$ cat config.mk
export PLATFORM = sky130hd
export DESIGN_NAME = ddr2_ctrl
export DESIGN_NICKNAME = d
export VERILOG_FILES = /design/src/design/ddr2_pkg.sv /design/src/design/ddr2_req_stage.sv /design/src/design/ddr2_refresh_timer.sv /design/src/design/ddr2_cmd_seq.sv /design/src/design/ddr2_data_path.sv /design/src/design/ddr2_ctrl.sv
export SDC_FILE = /design/constraint.sdc
export NUM_CORES = 1
export LEC_CHECK = 0
export ABC_AREA = 1
export CAP_MARGIN = 25
export CORE_MARGIN = 8
export CORE_UTILIZATION = 35
export CTS_BUF_LIST = sky130_fd_sc_hd__clkbuf_8
export DETAILED_ROUTE_END_ITERATION = 7
export DONT_BUFFER_PORTS = 1
export SYNTH_ARGS = -nofsm -noshare
export SYNTH_HDL_FRONTEND = slang
export SYNTH_SLANG_ARGS = --single-unit
$ cat constraint.sdc
create_clock -name clk1 -period 2.65 [get_ports clk1]
set_input_delay 0.3975 -clock clk1 [delete_from_list [all_inputs] [get_ports clk1]]
set_output_delay 0.3975 -clock clk1 [all_outputs]
set_load 0.01 [all_outputs]
$ cat src/design/ddr2_pkg.sv
// shared widths, cycle timing, FSM codes and the command word for the ddr2 controller
package ddr2_pkg;

    // --------------------
    // widths
    // --------------------
    localparam int BA_BITS        = 3;
    localparam int ROW_BITS       = 13;
    localparam int COL_BITS       = 10;
    localparam int ADDR_BITS      = 13;
    localparam int WORD_BITS      = 32;
    // burst is field value plus one words, field value odd
    localparam int LEN_BITS       = 8;
    localparam int HOST_ADDR_BITS = BA_BITS + ROW_BITS + COL_BITS;

    // --------------------
    // timing in clk1 cycles
    // --------------------
    localparam int REFI_CYCLES = 1560;
    localparam int RPA_CYCLES  = 4;
    localparam int RFC_CYCLES  = 26;
    localparam int WL          = 4;
    localparam int RL          = 5;
    localparam int WR_CYCLES   = 3;
    localparam int RTP_CYCLES  = 2;

    // a10 high on PRE means all banks
    localparam int ALLPRE_BIT = 10;
    localparam logic [ADDR_BITS-1:0] ALLPRE_ADDR = ADDR_BITS'(1 << ALLPRE_BIT);

    // counter widths and their compare or load values
    localparam int REFI_BITS    = $clog2(REFI_CYCLES);
    localparam int REF_CNT_BITS = $clog2(RPA_CYCLES + RFC_CYCLES + 1);
    localparam int PRE_CNT_BITS = $clog2(WL + WR_CYCLES + 1);
    localparam logic [REFI_BITS-1:0]    REFI_LAST     = REFI_BITS'(REFI_CYCLES - 1);
    localparam logic [REF_CNT_BITS-1:0] AREF_AT       = REF_CNT_BITS'(RPA_CYCLES);
    localparam logic [REF_CNT_BITS-1:0] REF_DONE_AT   = REF_CNT_BITS'(RPA_CYCLES + RFC_CYCLES);
    localparam logic [PRE_CNT_BITS-1:0] WR_RECOV_LOAD = PRE_CNT_BITS'(WL + WR_CYCLES);
    localparam logic [PRE_CNT_BITS-1:0] RD_RECOV_LOAD = PRE_CNT_BITS'(RTP_CYCLES + 1);
    localparam logic [PRE_CNT_BITS-1:0] RP_LOAD       = PRE_CNT_BITS'(RPA_CYCLES - 2);
    // one column command covers a word pair
    localparam logic [COL_BITS-1:0]     COL_STEP      = COL_BITS'(2);

    // --------------------
    // sequencer states
    // --------------------
    localparam int STATE_BITS = 3;
    localparam logic [STATE_BITS-1:0] ST_IDLE      = 3'd0;
    localparam logic [STATE_BITS-1:0] ST_REFRESH   = 3'd1;
    localparam logic [STATE_BITS-1:0] ST_ACTIVATE  = 3'd2;
    localparam logic [STATE_BITS-1:0] ST_WRITE     = 3'd3;
    localparam logic [STATE_BITS-1:0] ST_READ      = 3'd4;
    localparam logic [STATE_BITS-1:0] ST_WR_RECOV  = 3'd5;
    localparam logic [STATE_BITS-1:0] ST_RD_TO_PRE = 3'd6;
    localparam logic [STATE_BITS-1:0] ST_PRECHARGE = 3'd7;

    // pin codes as {cs_n, ras_n, cas_n, we_n}
    typedef enum logic [3:0] {
        CMD_NOP   = 4'b0111,
        CMD_PRE   = 4'b0010,
        CMD_AREF  = 4'b0001,
        CMD_ACT   = 4'b0011,
        CMD_WRITE = 4'b0100,
        CMD_READ  = 4'b0101
    } cmd_code_e;

    // written as a code, read back as pins
    typedef union packed {
        cmd_code_e code;
        struct packed {
            logic cs_n;
            logic ras_n;
            logic cas_n;
            logic we_n;
        } pins;
    } ddr_cmd_u;

endpackage

$ cat src/design/ddr2_req_stage.sv
// request stage of the ddr2 controller; takes one host request and holds it for the sequencer
`timescale 1ns/100ps

module ddr2_req_stage (
    input  logic                                clk1,
    input  logic                                rst_n,
    input  logic                                req_valid,
    input  logic                                req_write,
    input  logic [ddr2_pkg::HOST_ADDR_BITS-1:0] req_addr,
    input  logic [ddr2_pkg::LEN_BITS-1:0]       req_len,
    input  logic                                take,
    output logic                                req_ready,
    output logic                                hold_valid,
    output logic                                hold_write,
    output logic [ddr2_pkg::BA_BITS-1:0]        hold_ba,
    output logic [ddr2_pkg::ROW_BITS-1:0]       hold_row,
    output logic [ddr2_pkg::COL_BITS-1:0]       hold_col,
    output logic [ddr2_pkg::LEN_BITS-1:0]       hold_len
);

    logic                                accept;
    logic                                started;
    logic [ddr2_pkg::HOST_ADDR_BITS-1:0] addr_q;

    assign accept = req_valid && req_ready;

    // ready drops after a transfer, comes back once the sequencer takes the hold
    always_ff @(posedge clk1 or negedge rst_n) begin
        if (!rst_n) begin
            started    <= 1'b0;
            req_ready  <= 1'b0;
            hold_valid <= 1'b0;
        end else begin
            // ready stays low for the first cycle out of reset
            started   <= 1'b1;
            req_ready <= started && (!hold_valid || take) && !accept;
            if (accept) begin
                hold_valid <= 1'b1;
            end else if (take) begin
                hold_valid <= 1'b0;
            end
        end
    end

    // request fields
    always_ff @(posedge clk1) begin
        if (accept) begin
            hold_write <= req_write;
            addr_q     <= req_addr;
            hold_len   <= req_len;
        end
    end

    // flat address is {bank, row, column}
    assign hold_ba  = addr_q[ddr2_pkg::HOST_ADDR_BITS-1 -: ddr2_pkg::BA_BITS];
    assign hold_row = addr_q[ddr2_pkg::COL_BITS +: ddr2_pkg::ROW_BITS];
    assign hold_col = addr_q[ddr2_pkg::COL_BITS-1:0];

    // one request in flight at most
    assert property (@(posedge clk1) disable iff (!rst_n) accept |-> !hold_valid);

endmodule

$ cat src/design/ddr2_refresh_timer.sv
// periodic refresh timer; raises a refresh request every interval until the sequencer acks
`timescale 1ns/100ps

module ddr2_refresh_timer (
    input  logic clk1,
    input  logic rst_n,
    input  logic ref_ack,
    output logic ref_req
);

    logic [ddr2_pkg::REFI_BITS-1:0] refi_cnt;
    logic                           tick;

    // end of one refresh interval
    assign tick = (refi_cnt == ddr2_pkg::REFI_LAST);

    always_ff @(posedge clk1 or negedge rst_n) begin
        if (!rst_n) begin
            refi_cnt <= '0;
            ref_req  <= 1'b0;
        end else begin
            // free running, keeps counting while refresh is serviced
            if (tick) begin
                refi_cnt <= '0;
            end else begin
                refi_cnt <= refi_cnt + 1'b1;
            end
            // a new tick wins over a late ack
            ref_req <= tick || (ref_req && !ref_ack);
        end
    end

endmodule

$ cat src/design/ddr2_cmd_seq.sv
// command sequencer FSM; issues refresh, ACT, column commands and PRE ALL, paces write beats
`timescale 1ns/100ps

module ddr2_cmd_seq (
    input  logic                            clk1,
    input  logic                            rst_n,
    input  logic                            hold_valid,
    input  logic                            hold_write,
    input  logic [ddr2_pkg::BA_BITS-1:0]    hold_ba,
    input  logic [ddr2_pkg::ROW_BITS-1:0]   hold_row,
    input  logic [ddr2_pkg::COL_BITS-1:0]   hold_col,
    input  logic [ddr2_pkg::LEN_BITS-1:0]   hold_len,
    input  logic                            ref_req,
    output logic                            take,
    output logic                            ref_ack,
    output ddr2_pkg::ddr_cmd_u              cmd,
    output logic [ddr2_pkg::BA_BITS-1:0]    ba,
    output logic [ddr2_pkg::ADDR_BITS-1:0]  addr,
    output logic                            wr_ready,
    output logic                            wr_issue,
    output logic                            rd_issue,
    output logic                            wr_done
);

    logic [ddr2_pkg::STATE_BITS-1:0]   state;
    logic [ddr2_pkg::LEN_BITS-1:0]     beat_cnt;
    logic [ddr2_pkg::REF_CNT_BITS-1:0] ref_cnt;
    logic [ddr2_pkg::PRE_CNT_BITS-1:0] pre_cnt;
    logic [ddr2_pkg::COL_BITS-1:0]     col_ptr;
    logic [ddr2_pkg::LEN_BITS-1:0]     len_q;
    logic                              is_wr;
    logic                              wr_beat2;

    // host word pulled in the WRITE cycle and the one after
    assign wr_ready = wr_issue || wr_beat2;

    always_ff @(posedge clk1 or negedge rst_n) begin
        if (!rst_n) begin
            state    <= ddr2_pkg::ST_IDLE;
            cmd.code <= ddr2_pkg::CMD_NOP;
            ba       <= '0;
            addr     <= '0;
            take     <= 1'b0;
            ref_ack  <= 1'b0;
            wr_issue <= 1'b0;
            rd_issue <= 1'b0;
            wr_done  <= 1'b0;
            wr_beat2 <= 1'b0;
            beat_cnt <= '0;
            ref_cnt  <= '0;
            pre_cnt  <= '0;
            col_ptr  <= '0;
            len_q    <= '0;
            is_wr    <= 1'b0;
        end else begin
            // pulses and NOP by default
            cmd.code <= ddr2_pkg::CMD_NOP;
            take     <= 1'b0;
            ref_ack  <= 1'b0;
            wr_issue <= 1'b0;
            rd_issue <= 1'b0;
            wr_done  <= 1'b0;
            wr_beat2 <= wr_issue;
            case (state)
                // --------------------
                // idle, refresh first
                // --------------------
                ddr2_pkg::ST_IDLE: begin
                    if (ref_req) begin
                        cmd.code <= ddr2_pkg::CMD_PRE;
                        addr     <= ddr2_pkg::ALLPRE_ADDR;
                        ref_ack  <= 1'b1;
                        // PRE already counted as step zero
                        ref_cnt  <= {{(ddr2_pkg::REF_CNT_BITS-1){1'b0}}, 1'b1};
                        state    <= ddr2_pkg::ST_REFRESH;
                    end else if (hold_valid) begin
                        cmd.code <= ddr2_pkg::CMD_ACT;
                        ba       <= hold_ba;
                        addr     <= hold_row;
                        col_ptr  <= hold_col;
                        len_q    <= hold_len;
                        is_wr    <= hold_write;
                        take     <= 1'b1;
                        state    <= ddr2_pkg::ST_ACTIVATE;
                    end
                end
                // PRE ALL went out from idle, AREF after tRPA, done after tRFC
                ddr2_pkg::ST_REFRESH: begin
                    ref_cnt <= ref_cnt + 1'b1;
                    if (ref_cnt == ddr2_pkg::AREF_AT) begin
                        cmd.code <= ddr2_pkg::CMD_AREF;
                    end else if (ref_cnt == ddr2_pkg::REF_DONE_AT) begin
                        state <= ddr2_pkg::ST_IDLE;
                    end
                end
                // first column command right after ACT
                ddr2_pkg::ST_ACTIVATE: begin
                    cmd.code <= is_wr ? ddr2_pkg::CMD_WRITE : ddr2_pkg::CMD_READ;
                    addr     <= {{(ddr2_pkg::ADDR_BITS-ddr2_pkg::COL_BITS){1'b0}}, col_ptr};
                    col_ptr  <= col_ptr + ddr2_pkg::COL_STEP;
                    wr_issue <= is_wr;
                    rd_issue <= !is_wr;
                    beat_cnt <= '0;
                    state    <= is_wr ? ddr2_pkg::ST_WRITE : ddr2_pkg::ST_READ;
                end
                // --------------------
                // burst, one column command per word pair
                // --------------------
                ddr2_pkg::ST_WRITE, ddr2_pkg::ST_READ: begin
                    beat_cnt <= beat_cnt + 1'b1;
                    if (beat_cnt[0]) begin
                        cmd.code <= is_wr ? ddr2_pkg::CMD_WRITE : ddr2_pkg::CMD_READ;
                        addr     <= {{(ddr2_pkg::ADDR_BITS-ddr2_pkg::COL_BITS){1'b0}}, col_ptr};
                        col_ptr  <= col_ptr + ddr2_pkg::COL_STEP;
                        wr_issue <= is_wr;
                        rd_issue <= !is_wr;
                    end else if (beat_cnt == len_q - 1'b1) begin
                        // second beat of the last pair
                        if (is_wr) begin
                            pre_cnt <= ddr2_pkg::WR_RECOV_LOAD;
                            state   <= ddr2_pkg::ST_WR_RECOV;
                        end else begin
                            pre_cnt <= ddr2_pkg::RD_RECOV_LOAD;
                            state   <= ddr2_pkg::ST_RD_TO_PRE;
                        end
                    end
                end
                // write recovery or read-to-precharge, then PRE ALL
                ddr2_pkg::ST_WR_RECOV, ddr2_pkg::ST_RD_TO_PRE: begin
                    if (pre_cnt == '0) begin
                        cmd.code <= ddr2_pkg::CMD_PRE;
                        addr     <= ddr2_pkg::ALLPRE_ADDR;
                        pre_cnt  <= ddr2_pkg::RP_LOAD;
                        wr_done  <= (state == ddr2_pkg::ST_WR_RECOV);
                        state    <= ddr2_pkg::ST_PRECHARGE;
                    end else begin
                        pre_cnt <= pre_cnt - 1'b1;
                    end
                end
                // tRPA before the next ACT
                default: begin
                    if (pre_cnt == '0) begin
                        state <= ddr2_pkg::ST_IDLE;
                    end else begin
                        pre_cnt <= pre_cnt - 1'b1;
                    end
                end
            endcase
        end
    end

    // pending refresh from the timer blocks any ACT out of idle
    assert property (@(posedge clk1) disable iff (!rst_n)
        (state == ddr2_pkg::ST_IDLE && ref_req) |=> (cmd.code != ddr2_pkg::CMD_ACT));

endmodule

$ cat src/design/ddr2_data_path.sv
// data path; delays pulled write words onto dq by WL and returns read words RL+1 after READ
`timescale 1ns/100ps

module ddr2_data_path (
    input  logic                             clk1,
    input  logic                             rst_n,
    input  logic [ddr2_pkg::WORD_BITS-1:0]   wr_data,
    input  logic                             wr_ready,
    input  logic                             rd_issue,
    input  logic [ddr2_pkg::WORD_BITS-1:0]   dq_in,
    output logic [ddr2_pkg::WORD_BITS-1:0]   dq_out,
    output logic                             dq_oe,
    output logic                             rd_valid,
    output logic [ddr2_pkg::WORD_BITS-1:0]   rd_data
);

    logic [ddr2_pkg::WORD_BITS-1:0] wr_pipe [ddr2_pkg::WL];
    logic [ddr2_pkg::WL-1:0]        oe_pipe;
    logic [ddr2_pkg::RL-1:0]        rd_pipe;
    logic                           rd_beat2;
    logic                           rd_cap;

    // --------------------
    // write side
    // --------------------
    always_ff @(posedge clk1) begin
        wr_pipe[0] <= wr_data;
        for (int i = 1; i < ddr2_pkg::WL; i++) begin
            wr_pipe[i] <= wr_pipe[i-1];
        end
    end

    // last stage drives the pins
    assign dq_out = wr_pipe[ddr2_pkg::WL-1];
    assign dq_oe  = oe_pipe[ddr2_pkg::WL-1];

    // --------------------
    // read side
    // --------------------
    // word 0 lands RL after READ, word 1 one cycle later
    assign rd_cap = rd_pipe[ddr2_pkg::RL-1] || rd_beat2;

    always_ff @(posedge clk1 or negedge rst_n) begin
        if (!rst_n) begin
            oe_pipe  <= '0;
            rd_pipe  <= '0;
            rd_beat2 <= 1'b0;
            rd_valid <= 1'b0;
        end else begin
            oe_pipe  <= {oe_pipe[ddr2_pkg::WL-2:0], wr_ready};
            // overlapping reads just ride the shift register
            rd_pipe  <= {rd_pipe[ddr2_pkg::RL-2:0], rd_issue};
            rd_beat2 <= rd_pipe[ddr2_pkg::RL-1];
            rd_valid <= rd_cap;
        end
    end

    always_ff @(posedge clk1) begin
        if (rd_cap) begin
            rd_data <= dq_in;
        end
    end

    // sequencer keeps write and read bursts apart on dq
    assert property (@(posedge clk1) disable iff (!rst_n) rd_cap |-> !dq_oe);

endmodule

$ cat src/design/ddr2_ctrl.sv
// top of the ddr2 command controller; connects request stage, refresh timer, sequencer, data path
`timescale 1ns/100ps

module ddr2_ctrl (
    input  logic                                clk1,
    input  logic                                rst_n,
    // host request
    input  logic                                req_valid,
    output logic                                req_ready,
    input  logic                                req_write,
    input  logic [ddr2_pkg::HOST_ADDR_BITS-1:0] req_addr,
    input  logic [ddr2_pkg::LEN_BITS-1:0]       req_len,
    // host data
    output logic                                wr_ready,
    input  logic [ddr2_pkg::WORD_BITS-1:0]      wr_data,
    output logic                                wr_done,
    output logic                                rd_valid,
    output logic [ddr2_pkg::WORD_BITS-1:0]      rd_data,
    // memory pins
    output logic                                cke,
    output logic                                cs_n,
    output logic                                ras_n,
    output logic                                cas_n,
    output logic                                we_n,
    output logic [ddr2_pkg::BA_BITS-1:0]        ba,
    output logic [ddr2_pkg::ADDR_BITS-1:0]      addr,
    output logic [ddr2_pkg::WORD_BITS-1:0]      dq_out,
    output logic                                dq_oe,
    input  logic [ddr2_pkg::WORD_BITS-1:0]      dq_in
);

    logic                          take;
    logic                          hold_valid;
    logic                          hold_write;
    logic [ddr2_pkg::BA_BITS-1:0]  hold_ba;
    logic [ddr2_pkg::ROW_BITS-1:0] hold_row;
    logic [ddr2_pkg::COL_BITS-1:0] hold_col;
    logic [ddr2_pkg::LEN_BITS-1:0] hold_len;
    logic                          ref_req;
    logic                          ref_ack;
    logic                          rd_issue;
    ddr2_pkg::ddr_cmd_u            cmd;

    ddr2_req_stage i_req_stage (.*);

    ddr2_refresh_timer i_refresh_timer (.*);

    // write issue pulse only paces wr_ready inside the sequencer
    ddr2_cmd_seq i_cmd_seq (
        .*,
        .wr_issue ()
    );

    ddr2_data_path i_data_path (.*);

    // command word out as separate pins
    assign cs_n  = cmd.pins.cs_n;
    assign ras_n = cmd.pins.ras_n;
    assign cas_n = cmd.pins.cas_n;
    assign we_n  = cmd.pins.we_n;

    // clock enable held high once out of reset
    always_ff @(posedge clk1 or negedge rst_n) begin
        if (!rst_n) begin
            cke <= 1'b0;
        end else begin
            cke <= 1'b1;
        end
    end

endmodule

==> key figures, run 1 <==
Timing
  • Hold Violations, Final: 0
  • Max_slew headroom: 48.1%
  • Max-slew violations: 0
  • Fmax: 481 MHz
  • Clk_skew: 36.5 ps
  • Post-layout minimum cycle time: 2080 ps
  • Final TNS setup: 0 ps
  • Part of the cycle the worst path needs: 78.5%
  • RSZ-0062 raised after global routing: no
  • Worst Max-Slew Pin Slew: 779 ps
  • Setup Viol. Count Final: 0

Cells and area
  • Finished Layout Cells: 1241
  • Commonest cells after routing, fill and taps aside: nand2_1, dfxtp_1, dlygate4sd3_1
  • Fillers: 2288
  • # diodes: 0
  • Most common cell after layout, fill and taps aside: nand2_1
  • Post-layout util: 45.1%
  • Synthesis-to-finish area growth: 27.1%
  • Nets: 985
  • Share of cells above drive strength 1: 11.2%
  • Register area: 6810 um^2
  • Footprint of the multi-input gates: 1780 um^2

Power
  • Leakage: 4.91 nW
  • Total power: 0.0131 W
  • Power Dens Cells: 1160 nW/um^2
  • Peak supply drop: 0.539 mV

Yosys
  • Simple-gate area share of the yosys netlist: 12.7%
  • Post-synthesis mux area share: 0%
  • Post-synth design cell area: 8910 um^2
  • Total number of yosys warnings: 0
  • Largest family of logic cells by synthesized area: simple AND/OR/NAND/NOR gates
  • Synth Register Bits: 284
  • Adder-cell share of the synthesized area: 1.26%
  • Cell variety after synth: 43
  • XOR/XNOR Fraction of Synth Area: 0.688%
  • Mean Syn Cell Area: 12.2 um^2
  • Synth Area in Compound Gates: 5.25%
  • Post-synth net total: 843
  • Sequential-to-total area share from yosys stat: 76.4%
  • Post-Syn Instances: 732

Clock network
  • TritonCTS Sinks: 284
  • Skew-Pair Late Insertion Delay: 550 ps
  • Reg clk slew, reported paths: 60 ps
  • CTS Buf Count: 46
  • H-Tree Depth: 2
  • CTS tree: yes
  • Post-CTS sizing: 0
  • CTS Buffer Depth: 3
  • Post-CTS setup buffer count: 0
  • Root buf cell: clkbuf_8

Die
  • Height of the die: 176 um
  • FP Rows: 58
  • I/O pin cnt: 192
  • Starting Density: 35.5%
  • Core ar.: 25100 um^2
  • Chip width: 176 um
  • Die area: 30800 um^2

Critical path
  • Worst Path Required: 3070 ps
  • Setup CP Type: flip-flop to flip-flop
  • Worst EP arrival: 2500 ps
  • Startpoint types: flip-flop
  • R2R Path End: i_cmd_seq.col_ptr[8]
  • Worst r2r src: i_cmd_seq.state[2]
  • Setup slack, reg-to-reg: 570 ps
  • Setup crit end kind: flip-flop
  • Cell depth of the worst flop-to-flop path: 8
  • CP Max Fanout: 15
  • Crit. Startpoint: i_cmd_seq.state[2]

Drt
  • Routed wire length: 18000 um
  • DR pass1 iterations: 6
  • Via count: 5511
  • DRT antenna net count: 0
  • Drt drc: 0
  • Wire per inst: 14.5 um
  • First DRT Iteration DRCs: 320
  • Vias per cell: 4.44

Placed design
  • Placed cell count: 1055
  • GPL Wtd Cong: 0.813
  • HPWL Detailed: 11900 um
  • PortBufs: 0

Global route
  • Largest net degree at the start of global routing: 90
  • Initial antenna violation count: 0
  • Vias in the first global route: 5562
  • Grt ovf: 0
  • First-pass GRT wire length: 29300 um
  • Global Route Usage Sum: 11.6%

Flow run
  • Max cap viols: 0

Worst hold path
  • Min-Delay Path Depth: 2
  • Hold Path End: i_req_stage.hold_valid
  • Hold WC Path Type: primary input to flip-flop
  • Min-delay src: req_valid

Run status
  • Status: completed
synth_stat cells:
cell	n	area (um^2)
nand2_1	141	529
dfxtp_1	128	2560
dfrtp_1	86	2150
edfxtp_1	67	2010
nor2_1	65	244
inv_1	64	240
nand3_1	35	175
o21ai_0	32	160
a31oi_1	16	100
a21oi_1	12	60.1
ha_1	9	113
inv_2	8	30.0
buf_2	6	30.0
nor2_2	5	31.3
nand4_1	4	25.0
nor3_1	4	20.0
o21ai_1	4	20.0
xor2_1	4	35.0
dfstp_2	3	78.8
nand2_2	3	18.8
o32ai_1	3	26.3
or2_2	3	18.8
xnor2_1	3	26.3
clkbuf_1	2	7.51
conb_1	2	7.51
nor2_4	2	22.5
nor4_1	2	12.5
o2111ai_1	2	17.5
o21a_1	2	15.0
o22ai_1	2	12.5
a22o_1	1	8.76
a22oi_1	1	7.51
a31o_1	1	8.76
a32oi_1	1	8.76
buf_4	1	7.51
buf_6	1	11.3
nand3b_1	1	7.51
nor3b_1	1	7.51
o211ai_1	1	7.51
o21bai_1	1	7.51
o31ai_1	1	7.51
or2_1	1	6.26
or3b_2	1	8.76
cell type report:
cell class / instances / share of cell area (%)
inverters: 72 / 2.39
clock inverters: 25 / 1.60
clock buffers: 60 / 7.29
multi-input cells: 366 / 15.7
repair buffers: 104 / 9.28
flip-flops and latches: 284 / 60.1
well taps: 330 / 3.65
per-layer routing:
metal  GRT usage, %  share of wire [%]  vias to the layer above
met4           4.63                2.5                        0
met2           19.8                 50                      174
li1               -                  -                     2703
met5              0                  0                        -
met1           13.7                 42                     2596
met3           3.18                6.3                       38
stage by stage:
| step | instance area (um^2) | setup WS [ps] | hold slack, ps |
|---|---|---|---|
| floorplan | 8910 | 901 | 102 |
| finish | 11300 | 569 | 127 |
| detailed placement | 9290 | 596 | 108 |
| global route | 11300 | 345 | 130 |
| global placement | 9290 | 673 | 108 |
| CTS | 11300 | 566 | 103 |
logic make-up (layout without fill, tap and decap cells):
logic type | Yosys count | count (layout)
DFF | 284 | 284
and+or+nand+nor | 268 | 268
buffers and inverters | 82 | 261
AOI/OAI and AO/OA | 80 | 80
adders and majority gates | 9 | 9
xor gates and xnor gates | 7 | 7
other | 2 | 2
critical path, stage by stage (launching register included):
cell and delay (ps):
dfrtp_1 450, nor2_1 270, nor2_2 110, nand2_2 220, nor2_4 60, nor2_2 440, inv_1 170, a21oi_1 150
a31oi_1 90
how the worst max path moves through the flow:
stage,to,cells past startpoint
after floorplan,i_cmd_seq.state[1],13
after CTS,i_cmd_seq.col_ptr[8],8
final,i_cmd_seq.col_ptr[8],8
after global placement,i_cmd_seq.col_ptr[8],8
after global routing,i_cmd_seq.addr[3],9
after detailed placement,i_cmd_seq.col_ptr[8],8
what timing repair did:
action / 4_1_cts / 5_1_grt
setup endpoints to repair: 0 / 0
endpoints found under the hold margin: 188 / 0
hold buffers: 101 / 0
state kept, by name, indices dropped and copies added (netlist names), 3 cells and up:
| signal | flops |
|---|---|
| i_data_path.rd_data | 32 |
| i_cmd_seq.state | 3 |
| i_cmd_seq.pre_cnt | 3 |
| i_data_path.wr_pipe | 128 |
| i_req_stage.addr_q | 26 |
| i_cmd_seq.cmd | 3 |
| i_cmd_seq.col_ptr | 10 |
| i_cmd_seq.addr | 13 |
| i_cmd_seq.ref_cnt | 5 |
| i_cmd_seq.ba | 3 |
| i_cmd_seq.len_q | 8 |
| i_refresh_timer.refi_cnt | 11 |
| i_data_path.oe_pipe | 4 |
| i_data_path.rd_pipe | 5 |
| i_req_stage.hold_len | 8 |
| i_cmd_seq.beat_cnt | 8 |
report_power, final:
group	total, W	internal [W]	switching [W]
combinational	0.00309	0.00104	0.00205
clock	0.00394	0.00225	0.00169
sequential	0.00606	0.00539	0.000675
Power figures use the tool's default switching activity.
==> inputs of run 2 (changes only) <==
Clock period 2.65 ns to 1.9 ns, I/O delays scaled along.
==> run 2 against run 1 <==
The flow now finishes with violations (negative hold slack). Routed wire length grew 4.9%. Sequential power is 39% higher. Via count is 0.78% higher. Hold slack lost 680 ps. Total power is 44% higher. Die area stayed put. First-iteration DRC count is 24% lower. Global-route usage is 0.41 points higher. Clock skew fell by 5.3 ps. Combinational power is 63% higher. Clock power up 37%. Critical path type unchanged.
==> key figures, run 2 (same netlist as run 1, synthesis figures left out) <==
Global route
  • First-pass GRT wire length: 29900 um
  • Largest net degree at the start of global routing: 90
  • Grt ovf: 0
  • Global Route Usage Sum: 12.0%
  • Initial antenna violation count: 1
  • Vias in the first global route: 5758

Clock network
  • Root buf cell: clkbuf_8
  • CTS Buffer Depth: 3
  • Skew-Pair Late Insertion Delay: 550 ps
  • TritonCTS Sinks: 284
  • CTS tree: yes
  • CTS Buf Count: 47
  • H-Tree Depth: 2
  • Hold Buf Count CTS: 100
  • Reg clk slew, reported paths: 60 ps

Run status
  • Status: finished, violations left
  • Violated checks: negative hold slack

Timing
  • Part of the cycle the worst path needs: 93.8%
  • Max_slew headroom: 50.1%
  • Fmax: 561 MHz
  • Post-layout minimum cycle time: 1780 ps
  • Max-slew violations: 0
  • Setup Viol. Count Final: 0
  • RSZ-0062 raised after global routing: yes
  • Hold Violations, Final: 89
  • Final setup margin: 117 ps
  • Hold WS: -557 ps
  • Clk_skew: 31.2 ps
  • Worst Max-Slew Pin Slew: 749 ps

Critical path
  • Cell depth of the worst flop-to-flop path: 11
  • Crit. Startpoint: i_cmd_seq.pre_cnt[0]
  • WP depth: 11
  • Setup CP Type: flip-flop to flip-flop
  • Setup crit end kind: flip-flop
  • CP Max Fanout: 4
  • Crit path max-delay cell type: dfrtp_1
  • Worst r2r src: i_cmd_seq.pre_cnt[0]
  • Startpoint types: flip-flop
  • Setup slack, reg-to-reg: 120 ps
  • Cell family with most CP delay: simple AND/OR/NAND/NOR gates
  • Critical path's largest stage delay: 380 ps
  • Critical path buffer and inverter count: 3
  • Worst Path Required: 2320 ps
  • Crit path cell chain: inv_1, ha_1, inv_1, nor2_1, inv_1, nand2_1, nand3_1, a31oi_2, nand2_4, nand2_1, nand2_1
  • Worst EP arrival: 2200 ps

Die
  • Height of the die: 176 um
  • Starting Density: 35.5%
  • I/O pin cnt: 192
  • Chip width: 176 um
  • Die area: 30800 um^2
  • FP Rows: 58
  • Core ar.: 25100 um^2

Drt
  • Vias per cell: 4.40
  • Drt drc: 0
  • DR pass1 iterations: 6
  • First DRT Iteration DRCs: 242
  • DRT antenna net count: 0
  • Routed wire length: 18800 um
  • Wire per inst: 14.9 um
  • Via count: 5554

Cells and area
  • Nets: 1004
  • Top flop regs: i_data_path.wr_pipe x128, i_data_path.rd_data x32, i_req_stage.addr_q x26
  • Post-layout util: 45.9%
  • Most common cell after layout, fill and taps aside: nand2_1
  • Fillers: 2317
  • Register area: 6810 um^2
  • Number of flip-flops in the largest register: 128
  • Finished Layout Cells: 1261
  • Commonest cells after routing, fill and taps aside: nand2_1, dfxtp_1, dlygate4sd3_1
  • Post-route cell area: 11500 um^2
  • Share of cells above drive strength 1: 14.1%
  • Synthesis-to-finish area growth: 29.4%
  • Largest reg by FF count: i_data_path.wr_pipe
  • Footprint of the multi-input gates: 1900 um^2

Power
  • Peak supply drop: 1.01 mV
  • Power Dens Cells: 1640 nW/um^2
  • Leakage: 5.01 nW
  • Total power: 0.0189 W

Placed design
  • PortBufs: 0
  • Placed Instance Area: 9410 um^2
  • HPWL Detailed: 12300 um
  • Place WS: 8.95 ps
  • GPL Wtd Cong: 0.819
  • Placed cell count: 1069

Flow run
  • Max cap viols: 0

Worst hold path
  • Hold WC Path Type: primary input to asynchronous set/reset pin
[run 2: path summary, 6_finish.rpt]
path                                              end
setup / recovery                   i_cmd_seq.state[1]
hold / removal                        i_cmd_seq.ba[2]
setup reg to reg                   i_cmd_seq.state[1]
hold reg to reg            i_data_path.wr_pipe[2][20]
max in group asynchronous            i_cmd_seq.cmd[1]
min in group clk1          i_data_path.wr_pipe[0][30]
[run 2: timing repair]
action	CTS	global route
setup buffers	0	2
setup endpoints to repair	5	23
gates resized for setup	4	22
endpoints found under the hold margin	189	89
gates cloned	1	2
pin swaps	1	6
[run 2: power breakdown]
part	leakage, nW	internal [W]	switching [W]
logic	1.64	0.00185	0.00320
clock network	0.563	0.00307	0.00234
registers	2.81	0.00752	0.000901
total	5.01	0.0124	0.00645
[run 2: through the flow]
step	hold slack (ps)	setup TNS, ps
floorplan	-10.6	0
global placement	-3.82	0
detailed placement	-4.13	0
CTS	-618	0
global route	-607	-659
finish	-557	0
[run 2: area by class of cell]
class                           instances  share of cell area, %
Clock inverter                         31                   1.98
Clock buffer                           55                   6.57
Sequential cell                       284                   59.0
Tap cell                              330                   3.58
Inverter                               72                   2.34
Timing Repair Buffer                  119                   10.0
Multi-Input combinational cell        369                   16.4
Antenna cell                            1                 0.0217
[run 2: routing by layer]
metal  vias to the layer above  wire length [um]  track usage [%]
met2                       154              9740             21.3
met1                      2624              7470             13.3
met3                        41              1170             3.39
met5                         -                 0                0
met4                         0               465             4.98
li1                       2735                 -                -
==> inputs of run 3 (changes only) <==
--- a/config.mk
+++ b/config.mk
@@ -8,5 +8,5 @@
 export ABC_AREA = 1
 export CAP_MARGIN = 25
-export CORE_MARGIN = 8
+export CORE_MARGIN = 4
 export CORE_UTILIZATION = 35
 export CTS_BUF_LIST = sky130_fd_sc_hd__clkbuf_8
==> constraint.sdc (replaced) <==
create_clock -name clk1 -period 1.9 [get_ports clk1]
set_input_delay 0.285 -clock clk1 [delete_from_list [all_inputs] [get_ports clk1]]
set_output_delay 0.285 -clock clk1 [all_outputs]
set_load 0.05 [all_outputs]
==> run 3 against run 2 <==
The flow still finishes with violations (negative hold slack). Global-route usage is 0.37 points higher. Maximum frequency is 2.5% lower. Worst setup slack worse by 45 ps. Cell count stayed put. Utilization is 0.11 points higher. First-iteration DRC count is 14% higher. Die area is 8.9% lower. Largest power group unchanged.
==> key figures, run 3 (same netlist as run 1, synthesis figures left out) <==
Critical path
  • Worst r2r src: i_cmd_seq.state[2]
  • Crit path max-delay cell type: dfrtp_1
  • Setup crit end kind: flip-flop
  • CP Max Fanout: 8
  • Setup CP Type: flip-flop to flip-flop
  • Worst EP arrival: 2220 ps
  • Startpoint types: flip-flop
  • Setup slack, reg-to-reg: 70 ps
  • R2R Path End: i_cmd_seq.addr[9]
  • Cell depth of the worst flop-to-flop path: 11
  • Worst Path Required: 2290 ps
  • Critical path's largest stage delay: 470 ps
  • Crit path cell chain: nor2_2, inv_2, nor2_1, inv_2, nor2_2, nand2_1, nand2_2, nor2_4, buf_4, nor2_1, a31oi_1

Drt
  • Routed wire length: 17700 um
  • Via count: 5511
  • DRT antenna net count: 0
  • Vias per cell: 4.37
  • Drt drc: 0
  • Wire per inst: 14.1 um
  • First DRT Iteration DRCs: 277
  • DR pass1 iterations: 4

Run status
  • Status: finished, violations left
  • Violated checks: negative hold slack

Clock network
  • Root buf cell: clkbuf_8
  • Hold Buf Count CTS: 100
  • Skew-Pair Late Insertion Delay: 540 ps
  • CTS Buffer Depth: 3
  • CTS tree: yes
  • TritonCTS Sinks: 284
  • Reg clk slew, reported paths: 70 ps
  • H-Tree Depth: 2
  • CTS Buf Count: 46

Placed design
  • GPL Wtd Cong: 0.815
  • HPWL Detailed: 11500 um
  • Place WS: 9.93 ps
  • PortBufs: 0

Cells and area
  • Number of flip-flops in the largest register: 128
  • Fillers: 2284
  • Most common cell after layout, fill and taps aside: nand2_1
  • Commonest cells after routing, fill and taps aside: nand2_1, dfxtp_1, dlygate4sd3_1
  • Largest reg by FF count: i_data_path.wr_pipe
  • Share of cells above drive strength 1: 14.3%
  • Synthesis-to-finish area growth: 29.7%
  • Top flop regs: i_data_path.wr_pipe x128, i_data_path.rd_data x32, i_req_stage.addr_q x26
  • Nets: 1006

Timing
  • Max-slew violations: 0
  • Max_slew headroom: 48.6%
  • Hold Violations, Final: 89
  • Clk_skew: 29.4 ps
  • Final setup margin: 72.3 ps
  • Post-layout minimum cycle time: 1830 ps
  • RSZ-0062 raised after global routing: yes
  • Fmax: 547 MHz
  • Worst Max-Slew Pin Slew: 771 ps
  • Part of the cycle the worst path needs: 96.2%
  • Hold WS: -555 ps
  • Setup Viol. Count Final: 0
  • Final TNS setup: 0 ps

Global route
  • Largest net degree at the start of global routing: 90
  • Grt ovf: 0
  • Global Route Usage Sum: 12.4%
  • Initial antenna violation count: 1
  • First-pass GRT wire length: 28400 um
  • Vias in the first global route: 5539

Die
  • Height of the die: 168 um
  • Core ar.: 25100 um^2
  • Die area: 28100 um^2
  • I/O pin cnt: 192
  • FP Rows: 58
  • Starting Density: 35.5%
  • Chip width: 168 um

Power
  • Leakage: 5.04 nW
  • Total power: 0.0205 W
  • Power Dens Cells: 1770 nW/um^2
  • Peak supply drop: 0.879 mV

Flow run
  • Max cap viols: 0

Worst hold path
  • Hold WC Path Type: primary input to asynchronous set/reset pin
run 3: area by class of cell:
class,count,area [um^2],share of cell area (%)
diodes,1,2.50,0.0217
clock buffers,54,743,6.43
clock inverters,29,236,2.05
inverters,72,270,2.34
multi-input cells,366,1860,16.1
flip-flops and latches,284,6810,58.9
well taps,330,413,3.57
repair buffers,125,1230,10.6
run 3: power breakdown:
group / switching (W) / internal (W) / total [W]
clock network: 0.00229 / 0.00314 / 0.00543
registers: 0.00226 / 0.00751 / 0.00977
logic: 0.00318 / 0.00210 / 0.00528
total: 0.00774 / 0.0128 / 0.0205
run 3: how the worst max path moves through the flow:
stage | start | end | slack [ps]
after floorplan | i_req_stage.req_ready | i_req_stage.addr_q[0] | 70
after global placement | i_cmd_seq.len_q[0] | i_cmd_seq.state[1] | 50
after detailed placement | i_cmd_seq.len_q[0] | i_cmd_seq.pre_cnt[2] | 10
after CTS | i_cmd_seq.state[2] | i_cmd_seq.addr[9] | 50
after global routing | i_cmd_seq.len_q[1] | i_cmd_seq.state[2] | -80
final | i_cmd_seq.state[2] | i_cmd_seq.addr[9] | 70
run 3: worst max-delay path: cells and delay by family (launching register included):
family | cells | cell delay (ps)
AND/OR/NAND/NOR | 7 | 860
flip-flops | 1 | 470
buffers and inverters | 3 | 300
AO/OA/AOI/OAI | 1 | 60
run 3: metal layers:
metal | vias up | global-route usage (%) | wire [um]
li1 | 2734 | - | -
met1 | 2575 | 14.8 | 7250
met2 | 165 | 20.9 | 8990
met3 | 37 | 3.52 | 975
met4 | 0 | 5.22 | 525
met5 | - | 0 | 0
run 3: what timing repair did:
item,4_1_cts,5_1_grt
endpoints found under the hold margin,191,89
setup buffers,0,2
endpoints found under the setup margin,4,32
gates cloned,0,0
pin swaps,0,8
gates resized for setup,1,22
run 3: through the flow:
step	instance area [um^2]	utilization, %	instances
4_1_cts	11500	45.6	1258
6_report	11600	46.0	1261
5_1_grt	11600	46.0	1261
3_3_place_gp	9480	37.7	1075
2_1_floorplan	8910	-	732
3_5_place_dp	9480	37.7	1075
